--- config.mk ---
export PLATFORM = sky130hd
export DESIGN_NAME = idma_xif_ctrl
export DESIGN_NICKNAME = d
export VERILOG_FILES = /design/src/logic/idma_xif_pkg.sv /design/src/logic/xif_inst_decoder.sv /design/src/logic/dma_cfg_bank.sv /design/src/logic/fe_program_fsm.sv /design/src/logic/idma_xif_ctrl.sv
export SDC_FILE = /design/constraint.sdc
export NUM_CORES = 1
export LEC_CHECK = 0
export BUFFER_PORTS_ARGS = -buffer_cell sky130_fd_sc_hd__buf_2
export CAP_MARGIN = 20
export CORE_MARGIN = 1
export CORE_UTILIZATION = 23
export DETAILED_ROUTE_END_ITERATION = 8
export PLACE_DENSITY = 0.37
export SLEW_MARGIN = 5
export SYNTH_ARGS = -nofsm -noshare
export SYNTH_HDL_FRONTEND = slang
export SYNTH_HIERARCHICAL = 1
export SYNTH_SLANG_ARGS = --single-unit
--- constraint.sdc ---
create_clock -name clk_cfg_g -period 4.75 [get_ports clk_cfg_g]
set_input_delay 0.2375 -clock clk_cfg_g [delete_from_list [all_inputs] [get_ports clk_cfg_g]]
set_output_delay 0.2375 -clock clk_cfg_g [all_outputs]
set_load 0.01 [all_outputs]
--- src/logic/idma_xif_pkg.sv ---
// DMA instruction front end definitions
`default_nettype none

package idma_xif_pkg;

  // ~~~~~~~~~~~~~~~~~~~~~~~~~~~~~~
  // Widths
  // ~~~~~~~~~~~~~~~~~~~~~~~~~~~~~~
  localparam int unsigned INSTR_W     = 32;
  localparam int unsigned DATA_W      = 32;  // Operand and register width
  localparam int unsigned ADDR_W      = 8;   // Register bus byte address
  localparam int unsigned OPCODE_W    = 7;
  localparam int unsigned FUNC3_W     = 3;
  localparam int unsigned LOG_LEN_W   = 3;   // Max log burst length fields
  localparam int unsigned CONF_W      = 10;  // Packed CONF word
  localparam int unsigned N_CFG_WORDS = 7;

  // ~~~~~~~~~~~~~~~~~~~~~~~~~~~~~~
  // Instruction field offsets
  // ~~~~~~~~~~~~~~~~~~~~~~~~~~~~~~
  localparam int unsigned OPCODE_OFF          = 0;
  localparam int unsigned ND_EN_OFF           = 7;
  localparam int unsigned FUNC3_OFF           = 12;
  localparam int unsigned DST_MAX_LOG_LEN_OFF = 15;
  localparam int unsigned SRC_MAX_LOG_LEN_OFF = 20;
  localparam int unsigned DECOUPLE_R_W_OFF    = 25;
  localparam int unsigned DECOUPLE_R_AW_OFF   = 26;
  localparam int unsigned DIRECTION_OFF       = 27;

  // Direction sits on top of the packed CONF word
  localparam int unsigned CONF_DIR_BIT = 9;

  // ~~~~~~~~~~~~~~~~~~~~~~~~~~~~~~
  // Front-end register map
  // ~~~~~~~~~~~~~~~~~~~~~~~~~~~~~~
  localparam logic [ADDR_W-1:0] REG_CONF_ADDR    = 8'h00;
  localparam logic [ADDR_W-1:0] REG_DST_LO_ADDR  = 8'h04;
  localparam logic [ADDR_W-1:0] REG_DST_HI_ADDR  = 8'h08;
  localparam logic [ADDR_W-1:0] REG_SRC_LO_ADDR  = 8'h0C;
  localparam logic [ADDR_W-1:0] REG_SRC_HI_ADDR  = 8'h10;
  localparam logic [ADDR_W-1:0] REG_LEN_LO_ADDR  = 8'h14;
  localparam logic [ADDR_W-1:0] REG_LEN_HI_ADDR  = 8'h18;
  localparam logic [ADDR_W-1:0] REG_NEXT_ID_ADDR = 8'h1C;  // Read only, transfer ID

  typedef enum logic [OPCODE_W-1:0] {
    OPC_CONF = 7'b0001011,
    OPC_SET  = 7'b0101011
  } xif_opcode_e;

  // Sub-functions of SET
  typedef enum logic [FUNC3_W-1:0] {
    F3_DST   = 3'd0,
    F3_SRC   = 3'd1,
    F3_LEN   = 3'd2,
    F3_START = 3'd7
  } set_func3_e;

  // Bank word index, low word of each pair directly below its high word
  typedef enum logic [2:0] {
    W_CONF, W_DST_LO, W_DST_HI, W_SRC_LO, W_SRC_HI, W_LEN_LO, W_LEN_HI
  } cfg_word_e;

endpackage

`default_nettype wire

--- src/logic/xif_inst_decoder.sv ---
// Custom instruction decoder
`default_nettype none

module xif_inst_decoder import idma_xif_pkg::*; (
  input  wire logic              issue_valid_i,
  input  wire logic              rs_valid_i,
  input  wire logic [INSTR_W-1:0] instr_i,
  input  wire logic [DATA_W-1:0] rs0_i,
  input  wire logic [DATA_W-1:0] rs1_i,
  output logic                   issue_ready_o,
  output logic                   accept_o,
  output logic                   conf_we_o,
  output logic [CONF_W-1:0]      conf_o,
  output logic                   pair_we_o,
  output cfg_word_e              pair_sel_o,
  output logic [DATA_W-1:0]      lo_o,
  output logic [DATA_W-1:0]      hi_o,
  output logic                   start_o
);

  xif_opcode_e           opcode;
  set_func3_e            func3;
  logic                  nd_en;
  logic [LOG_LEN_W-1:0]  dst_max_log_len;
  logic [LOG_LEN_W-1:0]  src_max_log_len;
  logic                  decouple_r_w;
  logic                  decouple_r_aw;
  logic                  direction;

  // ~~~~~~~~~~~~~~~~~~~~~~~~~~~~~~
  // Field extraction
  // ~~~~~~~~~~~~~~~~~~~~~~~~~~~~~~
  assign opcode          = xif_opcode_e'(instr_i[OPCODE_OFF +: OPCODE_W]);
  assign func3           = set_func3_e'(instr_i[FUNC3_OFF +: FUNC3_W]);
  assign nd_en           = instr_i[ND_EN_OFF];
  assign dst_max_log_len = instr_i[DST_MAX_LOG_LEN_OFF +: LOG_LEN_W];
  assign src_max_log_len = instr_i[SRC_MAX_LOG_LEN_OFF +: LOG_LEN_W];
  assign decouple_r_w    = instr_i[DECOUPLE_R_W_OFF];
  assign decouple_r_aw   = instr_i[DECOUPLE_R_AW_OFF];
  assign direction       = instr_i[DIRECTION_OFF];

  // Packed from bit 0 upward, direction lands on CONF_DIR_BIT
  assign conf_o = {direction, decouple_r_aw, decouple_r_w,
                   src_max_log_len, dst_max_log_len, nd_en};

  // Operands pass straight to the bank
  assign lo_o = rs0_i;
  assign hi_o = rs1_i;

  // ~~~~~~~~~~~~~~~~~~~~~~~~~~~~~~
  // Acceptance and dispatch
  // ~~~~~~~~~~~~~~~~~~~~~~~~~~~~~~
  always_comb begin
    accept_o   = 1'b0;
    conf_we_o  = 1'b0;
    pair_we_o  = 1'b0;
    pair_sel_o = W_DST_LO;
    start_o    = 1'b0;

    if (issue_valid_i) begin
      case (opcode)
        OPC_CONF: begin
          accept_o  = 1'b1;
          conf_we_o = 1'b1;
        end
        OPC_SET: begin
          accept_o = 1'b1;
          case (func3)
            F3_DST:   begin pair_sel_o = W_DST_LO; pair_we_o = rs_valid_i; end
            F3_SRC:   begin pair_sel_o = W_SRC_LO; pair_we_o = rs_valid_i; end
            F3_LEN:   begin pair_sel_o = W_LEN_LO; pair_we_o = rs_valid_i; end
            F3_START: start_o = 1'b1;  // Operands not needed
            default:  ;                // Accepted, no effect
          endcase
        end
        default: ;  // Unknown opcode left to other coprocessors
      endcase
    end
  end

  assign issue_ready_o = accept_o;  // No back-pressure

  // An instruction is only taken while the core offers one
  always_comb begin
    a_accept_needs_valid: assert (!accept_o || issue_valid_i)
      else $error("accept_o high without issue_valid_i");
  end

endmodule

`default_nettype wire

--- src/logic/dma_cfg_bank.sv ---
// DMA configuration register bank
`default_nettype none

module dma_cfg_bank import idma_xif_pkg::*; (
  input  wire logic              clk_cfg_g,
  input  wire logic              rst_ni,
  input  wire logic              clear_i,
  input  wire logic              conf_we_i,
  input  wire logic              pair_we_i,
  input  wire logic [CONF_W-1:0] conf_i,
  input  wire cfg_word_e         pair_sel_i,
  input  wire cfg_word_e         rd_idx_i,
  input  wire logic [DATA_W-1:0] lo_i,
  input  wire logic [DATA_W-1:0] hi_i,
  output logic [DATA_W-1:0]      rd_data_o,
  output logic                   direction_o
);

  logic [DATA_W-1:0] words_q [N_CFG_WORDS];
  logic [2:0]        hi_idx;

  // High word of a pair always follows its low word
  assign hi_idx = pair_sel_i + 3'd1;

  // ~~~~~~~~~~~~~~~~~~~~~~~~~~~~~~
  // Storage
  // ~~~~~~~~~~~~~~~~~~~~~~~~~~~~~~
  always_ff @(posedge clk_cfg_g or negedge rst_ni) begin
    if (!rst_ni) begin
      for (int i = 0; i < N_CFG_WORDS; i++) begin
        words_q[i] <= '0;
      end
    end else if (clear_i) begin
      for (int i = 0; i < N_CFG_WORDS; i++) begin
        words_q[i] <= '0;
      end
    end else begin
      if (conf_we_i) begin
        words_q[W_CONF] <= {{(DATA_W-CONF_W){1'b0}}, conf_i};  // Upper bits stay zero
      end
      if (pair_we_i) begin
        words_q[pair_sel_i] <= lo_i;
        words_q[hi_idx]     <= hi_i;
      end
    end
  end

  // ~~~~~~~~~~~~~~~~~~~~~~~~~~~~~~
  // Read side
  // ~~~~~~~~~~~~~~~~~~~~~~~~~~~~~~
  assign rd_data_o   = words_q[rd_idx_i];              // Selected by the FSM
  assign direction_o = words_q[W_CONF][CONF_DIR_BIT];  // 1 -> OBI to AXI

  // One instruction per cycle, so the decoder never asks for both writes
  a_single_write: assert property (
    @(posedge clk_cfg_g) disable iff (!rst_ni)
    !(conf_we_i && pair_we_i)
  ) else $error("CONF and pair write in the same cycle");

endmodule

`default_nettype wire

--- src/logic/fe_program_fsm.sv ---
// DMA front-end programming FSM
`default_nettype none

module fe_program_fsm import idma_xif_pkg::*; (
  input  wire logic              clk_cfg_g,
  input  wire logic              rst_ni,
  input  wire logic              clear_i,
  input  wire logic              start_i,
  input  wire logic [DATA_W-1:0] rd_data_i,
  input  wire logic              reg_ready_i,
  input  wire logic              reg_error_i,
  input  wire logic [DATA_W-1:0] reg_rdata_i,
  output cfg_word_e              rd_idx_o,
  output logic                   reg_valid_o,
  output logic                   reg_write_o,
  output logic [ADDR_W-1:0]      reg_addr_o,
  output logic [DATA_W-1:0]      reg_wdata_o,
  output logic                   start_o,
  output logic                   busy_o,
  output logic                   done_o,
  output logic                   error_o
);

  // Write states are consecutive so the sequence can step by one
  typedef enum logic [3:0] {
    IDLE,
    WR_CONF, WR_DST_LO, WR_DST_HI, WR_SRC_LO, WR_SRC_HI, WR_LEN_LO, WR_LEN_HI,
    START,
    BUSY,
    DONE
  } fsm_state_e;

  fsm_state_e        state_q, state_d;
  logic [DATA_W-1:0] id_q;     // Transfer ID seen at launch
  logic [DATA_W-1:0] wdata_q;  // Write data frozen during a stall
  logic              hold_q;
  logic              is_write;
  logic              ack;
  logic              bus_err;
  logic              id_zero;
  logic              id_store;

  // ~~~~~~~~~~~~~~~~~~~~~~~~~~~~~~
  // Request decode
  // ~~~~~~~~~~~~~~~~~~~~~~~~~~~~~~
  always_comb begin
    rd_idx_o   = W_CONF;
    reg_addr_o = REG_CONF_ADDR;
    case (state_q)
      WR_CONF:     begin rd_idx_o = W_CONF;   reg_addr_o = REG_CONF_ADDR;   end
      WR_DST_LO:   begin rd_idx_o = W_DST_LO; reg_addr_o = REG_DST_LO_ADDR; end
      WR_DST_HI:   begin rd_idx_o = W_DST_HI; reg_addr_o = REG_DST_HI_ADDR; end
      WR_SRC_LO:   begin rd_idx_o = W_SRC_LO; reg_addr_o = REG_SRC_LO_ADDR; end
      WR_SRC_HI:   begin rd_idx_o = W_SRC_HI; reg_addr_o = REG_SRC_HI_ADDR; end
      WR_LEN_LO:   begin rd_idx_o = W_LEN_LO; reg_addr_o = REG_LEN_LO_ADDR; end
      WR_LEN_HI:   begin rd_idx_o = W_LEN_HI; reg_addr_o = REG_LEN_HI_ADDR; end
      START, BUSY: reg_addr_o = REG_NEXT_ID_ADDR;  // ID polling
      default:     ;
    endcase
  end

  assign is_write    = (state_q >= WR_CONF) && (state_q <= WR_LEN_HI);
  assign reg_valid_o = is_write || (state_q == START) || (state_q == BUSY);
  assign reg_write_o = is_write;
  assign reg_wdata_o = !is_write ? '0 : (hold_q ? wdata_q : rd_data_i);

  assign ack      = reg_valid_o && reg_ready_i;
  assign bus_err  = ack && reg_error_i;
  assign id_zero  = ack && !reg_error_i && (state_q == START) && (reg_rdata_i == '0);
  assign id_store = ack && !reg_error_i &&
                    (((state_q == START) && !id_zero) ||
                     ((state_q == BUSY) && (reg_rdata_i == id_q)));

  assign start_o = (state_q == START);
  assign busy_o  = (state_q == BUSY);
  assign done_o  = (state_q == DONE);
  assign error_o = bus_err || id_zero;

  // ~~~~~~~~~~~~~~~~~~~~~~~~~~~~~~
  // Next state
  // ~~~~~~~~~~~~~~~~~~~~~~~~~~~~~~
  always_comb begin
    state_d = state_q;
    case (state_q)
      IDLE: begin
        if (start_i) state_d = WR_CONF;
      end
      START: begin
        if (ack) state_d = (reg_error_i || id_zero) ? IDLE : BUSY;
      end
      BUSY: begin
        // A new ID means our transfer has retired
        if (ack) state_d = reg_error_i ? IDLE : ((reg_rdata_i != id_q) ? DONE : BUSY);
      end
      DONE: state_d = IDLE;
      default: begin
        if (ack) state_d = reg_error_i ? IDLE : fsm_state_e'(state_q + 4'd1);
      end
    endcase
  end

  always_ff @(posedge clk_cfg_g or negedge rst_ni) begin
    if (!rst_ni) begin
      state_q <= IDLE;
      id_q    <= '0;
      hold_q  <= 1'b0;
    end else if (clear_i) begin
      state_q <= IDLE;
      id_q    <= '0;
      hold_q  <= 1'b0;
    end else begin
      state_q <= state_d;
      hold_q  <= is_write && !reg_ready_i;  // Stalled write keeps its data
      if (id_store) id_q <= reg_rdata_i;
    end
  end

  // Captured on the first stall cycle only
  always_ff @(posedge clk_cfg_g) begin
    if (is_write && !reg_ready_i && !hold_q) wdata_q <= rd_data_i;
  end

  // Bank updates during a stall must not reach the bus
  a_req_stable: assert property (
    @(posedge clk_cfg_g) disable iff (!rst_ni)
    (reg_valid_o && !reg_ready_i && !clear_i) |=>
      ($stable(reg_addr_o) && $stable(reg_wdata_o))
  ) else $error("Register request changed while stalled");

endmodule

`default_nettype wire

--- src/logic/idma_xif_ctrl.sv ---
// DMA instruction front end top
`default_nettype none

module idma_xif_ctrl import idma_xif_pkg::*; (
  input  wire logic               clk_cfg_g,
  input  wire logic               rst_ni,
  input  wire logic               clear_i,
  // Processor issue side
  input  wire logic               issue_valid_i,
  input  wire logic               rs_valid_i,
  input  wire logic [INSTR_W-1:0] instr_i,
  input  wire logic [DATA_W-1:0]  rs0_i,
  input  wire logic [DATA_W-1:0]  rs1_i,
  output logic                    issue_ready_o,
  output logic                    accept_o,
  // Front-end register bus
  input  wire logic               reg_ready_i,
  input  wire logic               reg_error_i,
  input  wire logic [DATA_W-1:0]  reg_rdata_i,
  output logic                    reg_valid_o,
  output logic                    reg_write_o,
  output logic [ADDR_W-1:0]       reg_addr_o,
  output logic [DATA_W-1:0]       reg_wdata_o,
  // Status
  output logic                    direction_o,
  output logic                    start_o,
  output logic                    busy_o,
  output logic                    done_o,
  output logic                    error_o
);

  logic              conf_we;
  logic [CONF_W-1:0] conf;
  logic              pair_we;
  cfg_word_e         pair_sel;
  logic [DATA_W-1:0] pair_lo;
  logic [DATA_W-1:0] pair_hi;
  logic              start_req;  // From SET start
  cfg_word_e         rd_idx;
  logic [DATA_W-1:0] rd_data;

  xif_inst_decoder u_decoder (
    .issue_valid_i, .rs_valid_i, .instr_i, .rs0_i, .rs1_i,
    .issue_ready_o, .accept_o,
    .conf_we_o  (conf_we),
    .conf_o     (conf),
    .pair_we_o  (pair_we),
    .pair_sel_o (pair_sel),
    .lo_o       (pair_lo),
    .hi_o       (pair_hi),
    .start_o    (start_req)
  );

  dma_cfg_bank u_bank (
    .clk_cfg_g, .rst_ni, .clear_i,
    .conf_we_i  (conf_we),
    .pair_we_i  (pair_we),
    .conf_i     (conf),
    .pair_sel_i (pair_sel),
    .rd_idx_i   (rd_idx),
    .lo_i       (pair_lo),
    .hi_i       (pair_hi),
    .rd_data_o  (rd_data),
    .direction_o
  );

  fe_program_fsm u_fsm (
    .clk_cfg_g, .rst_ni, .clear_i,
    .start_i   (start_req),
    .rd_data_i (rd_data),
    .reg_ready_i, .reg_error_i, .reg_rdata_i,
    .rd_idx_o  (rd_idx),
    .reg_valid_o, .reg_write_o, .reg_addr_o, .reg_wdata_o,
    .start_o, .busy_o, .done_o, .error_o
  );

endmodule

`default_nettype wire

==> flow_metrics.py, run 1 <==
metrics = {
    "outcome": {
        "status": "finished with violations",
        "violations": "slew limit",
    },
    "synth": {
        "syn_inst": 1729,
        "ys_seq_area_share_pct": 42.8,
        "ys_dominant_reg_cell": "dfrtp_1",
        "synth_cell_types": 61,
        "synthArstFlopShare_pct": 89.1,
        "syn-cell-area_mm2": 0.0175,
        "avgSynthCellArea_um2": 10.1,
        "ys_ff_latch": 293,
        "synth_edf_count": 32,
        "yosysWarnings": 6,
    },
    "clock_tree": {
        "root_buffer": "clkbuf_16",
        "cts_buffer_depth": 3,
        "worstSkewPairLatency_ps": 560,
        "cts-htree-levels": 2,
        "cts_sinks": 293,
        "cts_resized": 0,
        "clk_pin_slew_ps": 50,
        "cts_made_buffers": 40,
        "cts_tree": "yes",
    },
    "worst_setup_path": {
        "start_kind": "flip-flop",
        "cp_cell_sequence": "inv_1 > ha_1 > a21oi_1 > nor2_4 > nor2b_4 > buf_4 > a21oi_1 > a21oi_1 > mux2i_1 > nor2_1 > buf_2",
        "crit_fanout": 17,
        "cp.depth": 11,
        "cp_slowest_cell": "nor2b_4",
        "crit_path_end_kind": "output port",
        "cp.arrival_ps": 3640,
        "worstReg2RegEnd": "u_fsm/id_q[5]",
        "required_ps": 4510,
        "worstSetupPathType": "reg -> out",
        "regToRegSetupSlack_ps": 1750,
        "max_stage_delay_ps": 630,
        "cp_common_cell": "a21oi_1",
        "worstSetupStartpoint": "u_fsm/state_q[0]",
        "endpoint": "reg_wdata_o[30]",
        "crit_buf_inv": 3,
        "cp_top_family": "simple AND/OR/NAND/NOR gates",
        "ff2ff_path_depth": 9,
        "reg2reg_from": "u_fsm/state_q[1]",
    },
    "floorplan": {
        "dieArea_mm2": 0.0772,
        "row_count": 100,
        "die_w_um": 278,
        "core-area_mm2": 0.0748,
        "die_y_um": 278,
        "ios": 184,
        "start_util_pct": 23.4,
    },
    "place": {
        "globalplace.congestion": 0.751,
        "pre_cts_ws_ps": 1130,
        "dp_hpwl_mm": 41.0,
        "io_buffers": 166,
    },
    "timing": {
        "fmax_ghz": 0.258,
        "hold_ws_ps": 43.6,
        "fin_crit_sh_pct": 81.6,
        "slew_viol_final": 218,
        "layout_setup_ws_ps": 875,
        "hold_viol": 0,
        "finClkSkew_ps": 28.4,
        "period_minus_slack_ps": 3870,
        "slew_headroom_pct": -296,
        "final-setup-viol-count": 0,
        "finalSetupTns_ps": 0,
        "worstMarginPinSlew_ps": 5920,
        "rsz0062_at_grt": "false",
    },
    "power_and_ir_drop": {
        "leakage_nw": 8.11,
        "ir_drop_mv": 0.202,
        "cellPowerDensity_mw_per_mm2": 331,
    },
    "route": {
        "vias": 14455,
        "post-route-drc-count": 0,
        "drt-initial-drc-count": 972,
        "dr.pass1.iters": 5,
        "routed_via_density": 5.21,
        "wirelength_mm": 68.3,
        "wire_per_inst_um": 24.6,
        "ant_nets": 0,
    },
    "hold_path": {
        "hold_class": "in -> reg",
    },
    "grt": {
        "grt.overflow.total": 0,
        "antenna_found_initial": 10,
        "grt_pass1_wl_mm": 102,
        "track_usage_pct": 17.5,
        "grt_pass1_vias": 14950,
        "grt_max_degree": 118,
    },
    "finish": {
        "fin_nets": 1917,
        "most-common-layout-cells": "dfrtp_1 (260), buf_2 (165), o2bb2ai_1 (149)",
        "final_layout_size_suffix_gt1_share_pct": 20.2,
        "area_delta_synth_final_pct": 17.2,
        "layout_commonest_cell": "dfrtp_1",
    },
    "job": {
        "maxCapViolations": 0,
    },
}
registers in the layout, summed over array words and instances (netlist names):
signal	count
u_bank/words_q	223
u_fsm/wdata_q	32
u_fsm/state_q	4
u_fsm/id_q	32
u_fsm/hold_q	1
u_bank/direction_o	1
worst min-delay path: stages:
cell and delay (ps):
buf_2 150, nor2_1 110, nor4_1 50
cells in the mapped netlist, types with 4 or more instances:
library cell	n	area [um2]
inv_1	9	33.8
mux2_2	20	225
clkbuf_1	89	334
nand2_1	100	375
mux2i_1	100	1000
and2_1	4	25.0
ha_1	6	75.1
xor2_1	33	289
a32oi_1	97	850
dfrtp_1	261	6530
a22oi_1	96	721
nand2b_1	69	432
a221oi_1	21	184
o21ai_1	13	65.1
buf_2	56	280
buf_4	85	638
nor2b_1	41	257
buf_1	15	56.3
nor4_1	27	169
o2bb2ai_1	149	1310
a221oi_2	4	60.1
edfxtp_1	32	961
nor2_1	145	544
o21ai_0	79	395
a21oi_1	92	460
mux4_2	32	721
nor3_1	7	35.0
report_power, final:
part / internal, mW / switching (mW) / total [mW] / leakage (nW)
combinational: 0.330 / 0.733 / 1.06 / 3.51
sequential: 2.63 / 0.0470 / 2.68 / 3.95
clock: 1.83 / 1.21 / 3.04 / 0.650
total: 4.79 / 1.99 / 6.78 / 8.11
cells by family (layout without fill, tap and decap cells):
kind of cell / count (synthesis) / count (layout) / synth area share, %
XOR/XNOR: 34 / 34 / 1.81
adder cells (fa/ha/maj): 6 / 6 / 0.429
flip-flops: 293 / 293 / 42.8
multiplexers: 152 / 152 / 11.1
buffers and inverters: 257 / 331 / 7.93
AND/OR/NAND/NOR: 418 / 418 / 11.9
AO/OA/AOI/OAI: 567 / 567 / 23.9
other: 2 / 7 / 0.0429
layout make-up:
class                      count  area, um2
antenna                        1       2.50
clock buffer                  57       1130
clock inverter                16        169
fill                        7889      54300
inverter                       9       33.8
multi-input combinational   1183       8820
sequential                   293       7490
tap                          969       1210
timing repair buffer         249       1640
per-stage QoR:
stage,cells,total power [mW],utilization [%],instance area (um2)
after global routing,2777,7.09,27.4,20500
after floorplan,1733,3.33,-,17500
after CTS,2776,6.90,27.4,20500
after global placement,2667,3.77,25.2,18800
after detailed placement,2667,3.78,25.2,18800
final,2777,6.78,27.4,20500
how the worst min path moves through the flow:
stage / from / end / slack (ps) / depth (start not counted)
global route: rs1_i[1] / u_bank/words_q[193] / 40 / 3
CTS: rs1_i[3] / u_bank/words_q[195] / 0.6 / 3
finish: rs1_i[3] / u_bank/words_q[195] / 40 / 3
global placement: rst_ni / u_bank/words_q[24] / 130 / 1
floorplan: rst_ni / u_bank/direction_o / -60 / 0
detailed placement: rst_ni / u_bank/words_q[152] / 140 / 1
layer usage:
metal	track usage, %	up-vias	wire [um]
met1	23.6	7407	31100
met4	4.67	14	1310
li1	-	6544	-
met5	0	-	90
met2	29.0	386	32900
met3	2.45	104	2920
what timing repair did:
| item | CTS | global route |
|---|---|---|
| hold endpoints to repair | 65 | 0 |
| hold buffers | 36 | 0 |
| buffers inserted | 0 | 0 |
(Power assumes the default switching activity.)
==> run 2, diff against run 1 <==
- clock period: 4.75 -> 3.93 ns (I/O delays scaled with it)
==> flow_metrics.py, run 2 (synthesis gave the netlist of run 1 again) <==
metrics = {
    "floorplan": {
        "start_util_pct": 23.4,
        "row_count": 100,
        "dieArea_mm2": 0.0772,
        "core-area_mm2": 0.0748,
        "die_w_um": 278,
        "ios": 184,
        "die_y_um": 278,
    },
    "timing": {
        "hold_viol": 0,
        "rsz0062_at_grt": "false",
        "layout_setup_ws_ps": 244,
        "fin_crit_sh_pct": 93.8,
        "worstMarginPinSlew_ps": 6450,
        "finClkSkew_ps": 28.0,
        "final-setup-viol-count": 0,
        "finalSetupTns_ps": 0,
        "slew_headroom_pct": -331,
        "slew_viol_final": 218,
        "period_minus_slack_ps": 3690,
        "fmax_ghz": 0.271,
    },
    "clock_tree": {
        "cts-htree-levels": 2,
        "cts_buffer_depth": 3,
        "cts_made_buffers": 40,
        "clk_pin_slew_ps": 60,
        "cts_tree": "yes",
        "cts_sinks": 293,
        "worstSkewPairLatency_ps": 570,
        "root_buffer": "clkbuf_16",
    },
    "power_and_ir_drop": {
        "power_mw": 8.15,
        "switching_share_pct": 29.8,
        "leakage_nw": 8.28,
        "ir_drop_mv": 0.292,
        "cellPowerDensity_mw_per_mm2": 391,
        "intPower_mw": 5.72,
        "switching_power_mw": 2.43,
        "clkPwrFrac_pct": 43.6,
        "p_seq_share_pct": 39.8,
        "combPwrFrac_pct": 16.6,
    },
    "finish": {
        "diodes": 0,
        "layout_commonest_cell": "dfrtp_1",
        "regMostFlops": "u_bank/words_q",
        "largest_reg_flops": 223,
        "area_delta_synth_final_pct": 19.3,
        "top_regs": "u_bank/words_q: 223 flops, u_fsm/id_q: 32 flops, u_fsm/wdata_q: 32 flops",
        "fin_nets": 1951,
        "most-common-layout-cells": "dfrtp_1 (260), buf_2 (165), o2bb2ai_1 (149)",
        "finalNonFillerCells": 2809,
        "final_layout_size_suffix_gt1_share_pct": 20.5,
    },
    "job": {
        "maxCapViolations": 0,
    },
    "route": {
        "top_layer": "met5",
        "wl_met1_mm": 31.2,
        "routed_via_density": 5.22,
        "ant_nets": 0,
        "post-route-drc-count": 0,
        "dr_wl_met2_mm": 32.5,
        "wl_met3_mm": 3.11,
        "wire_per_inst_um": 24.4,
        "drt-initial-drc-count": 945,
        "vias": 14674,
        "wirelength_mm": 68.5,
        "dr.pass1.iters": 5,
    },
    "grt": {
        "grt_pass1_vias": 15212,
        "grt_pass1_wl_mm": 103,
        "antenna_found_initial": 5,
        "track_usage_pct": 17.5,
        "grt.overflow.total": 0,
        "grt_max_degree": 90,
    },
    "worst_setup_path": {
        "cp_top_family": "buffers and inverters",
        "regToRegSetupSlack_ps": 1120,
        "reg2reg_from": "u_fsm/state_q[1]",
        "max_stage_delay_ps": 520,
        "crit_path_end_kind": "output port",
        "worstReg2RegEnd": "u_fsm/id_q[6]",
        "required_ps": 3730,
        "cp.arrival_ps": 3490,
        "start_kind": "flip-flop",
        "cp_slowest_cell": "mux4_2",
        "crit_buf_inv": 4,
        "ff2ff_path_depth": 9,
        "worstSetupPathType": "reg -> out",
        "crit_fanout": 24,
        "cp_cell_sequence": "inv_1 > ha_2 > a21oi_1 > nor2_4 > buf_12 > buf_12 > mux4_2 > nor2_1 > a21oi_1 > mux2i_1 > nor2_1 > buf_2",
    },
    "hold_path": {
        "hold_depth": 3,
        "hp-start": "rs0_i[19]",
        "hold_path_end": "u_bank/words_q[115]",
        "hold_class": "in -> reg",
    },
    "place": {
        "globalplace.congestion": 0.752,
        "io_buffers": 166,
        "dp_hpwl_mm": 41.7,
        "placed_cells": 2678,
        "pre_cts_ws_ps": 662,
    },
    "outcome": {
        "violations": "slew limit",
        "status": "finished with violations",
    },
}
## run 2: cell count changes in the layout (fill, tap and decap cells not counted), sizes merged
cell / delta
clkinv: -4
bufinv: -3
clkbuf: +6
diode: -1
dlygate4sd3: +17
buf: +17
## run 2: stage by stage
stage               hold WS, ps  instance area [um2]  util (%)
finish                     24.8                20900      27.9
global route               16.1                20900      27.9
CTS                      0.0487                20800      27.8
detailed placement          282                19000      25.3
global placement            287                19000      25.3
floorplan                 -99.1                17500         -
## run 2: timing repair
item / CTS / global route
setup buffers: 0 / 5
hold endpoints to repair: 139 / 0
gates resized for setup: 0 / 1
endpoints found under the setup margin: 0 / 11
hold buffers: 53 / 0
## run 2: tightest hold or removal path: cells and delay by family
family                 cells  cell delay [ps]
buffers and inverters      1              120
AO/OA/AOI/OAI              2              230
## run 2: layer usage
metal / up-vias / GRT usage [%]
met5: - / 0
met4: 8 / 4.92
met3: 103 / 2.56
met2: 433 / 29.0
met1: 7517 / 23.6
li1: 6613 / -
## run 2: how the worst max path moves through the flow
stage / startpoint / endpoint / slack (ps) / cells past startpoint
2_1_floorplan: u_fsm/state_q[1] / u_fsm/wdata_q[0] / 6 / 6
3_3_place_gp: u_fsm/state_q[0] / reg_wdata_o[0] / 660 / 11
3_5_place_dp: u_fsm/state_q[0] / reg_wdata_o[0] / 660 / 11
4_1_cts: u_fsm/state_q[0] / reg_wdata_o[0] / 50 / 11
5_1_grt: u_fsm/state_q[0] / reg_wdata_o[30] / 40 / 12
6_report: u_fsm/state_q[0] / reg_wdata_o[30] / 240 / 12
## run 2: layout make-up
cell class,instances,area [um2]
Clock buffer,63,1190
Tap cell,969,1210
Fill cell,7892,54000
Inverter,9,33.8
Sequential cell,293,7490
Timing Repair Buffer,283,2020
Clock inverter,9,87.6
Multi-Input combinational cell,1183,8820
## run 2: power by group through the flow
stage,logic [mW],registers [mW],clock network (mW)
final,1.35,3.25,3.56
after global routing,1.46,3.26,3.78
after CTS,1.33,3.25,3.68
after detailed placement,1.29,3.31,0
after global placement,1.28,3.30,0
after floorplan,0.764,3.27,0
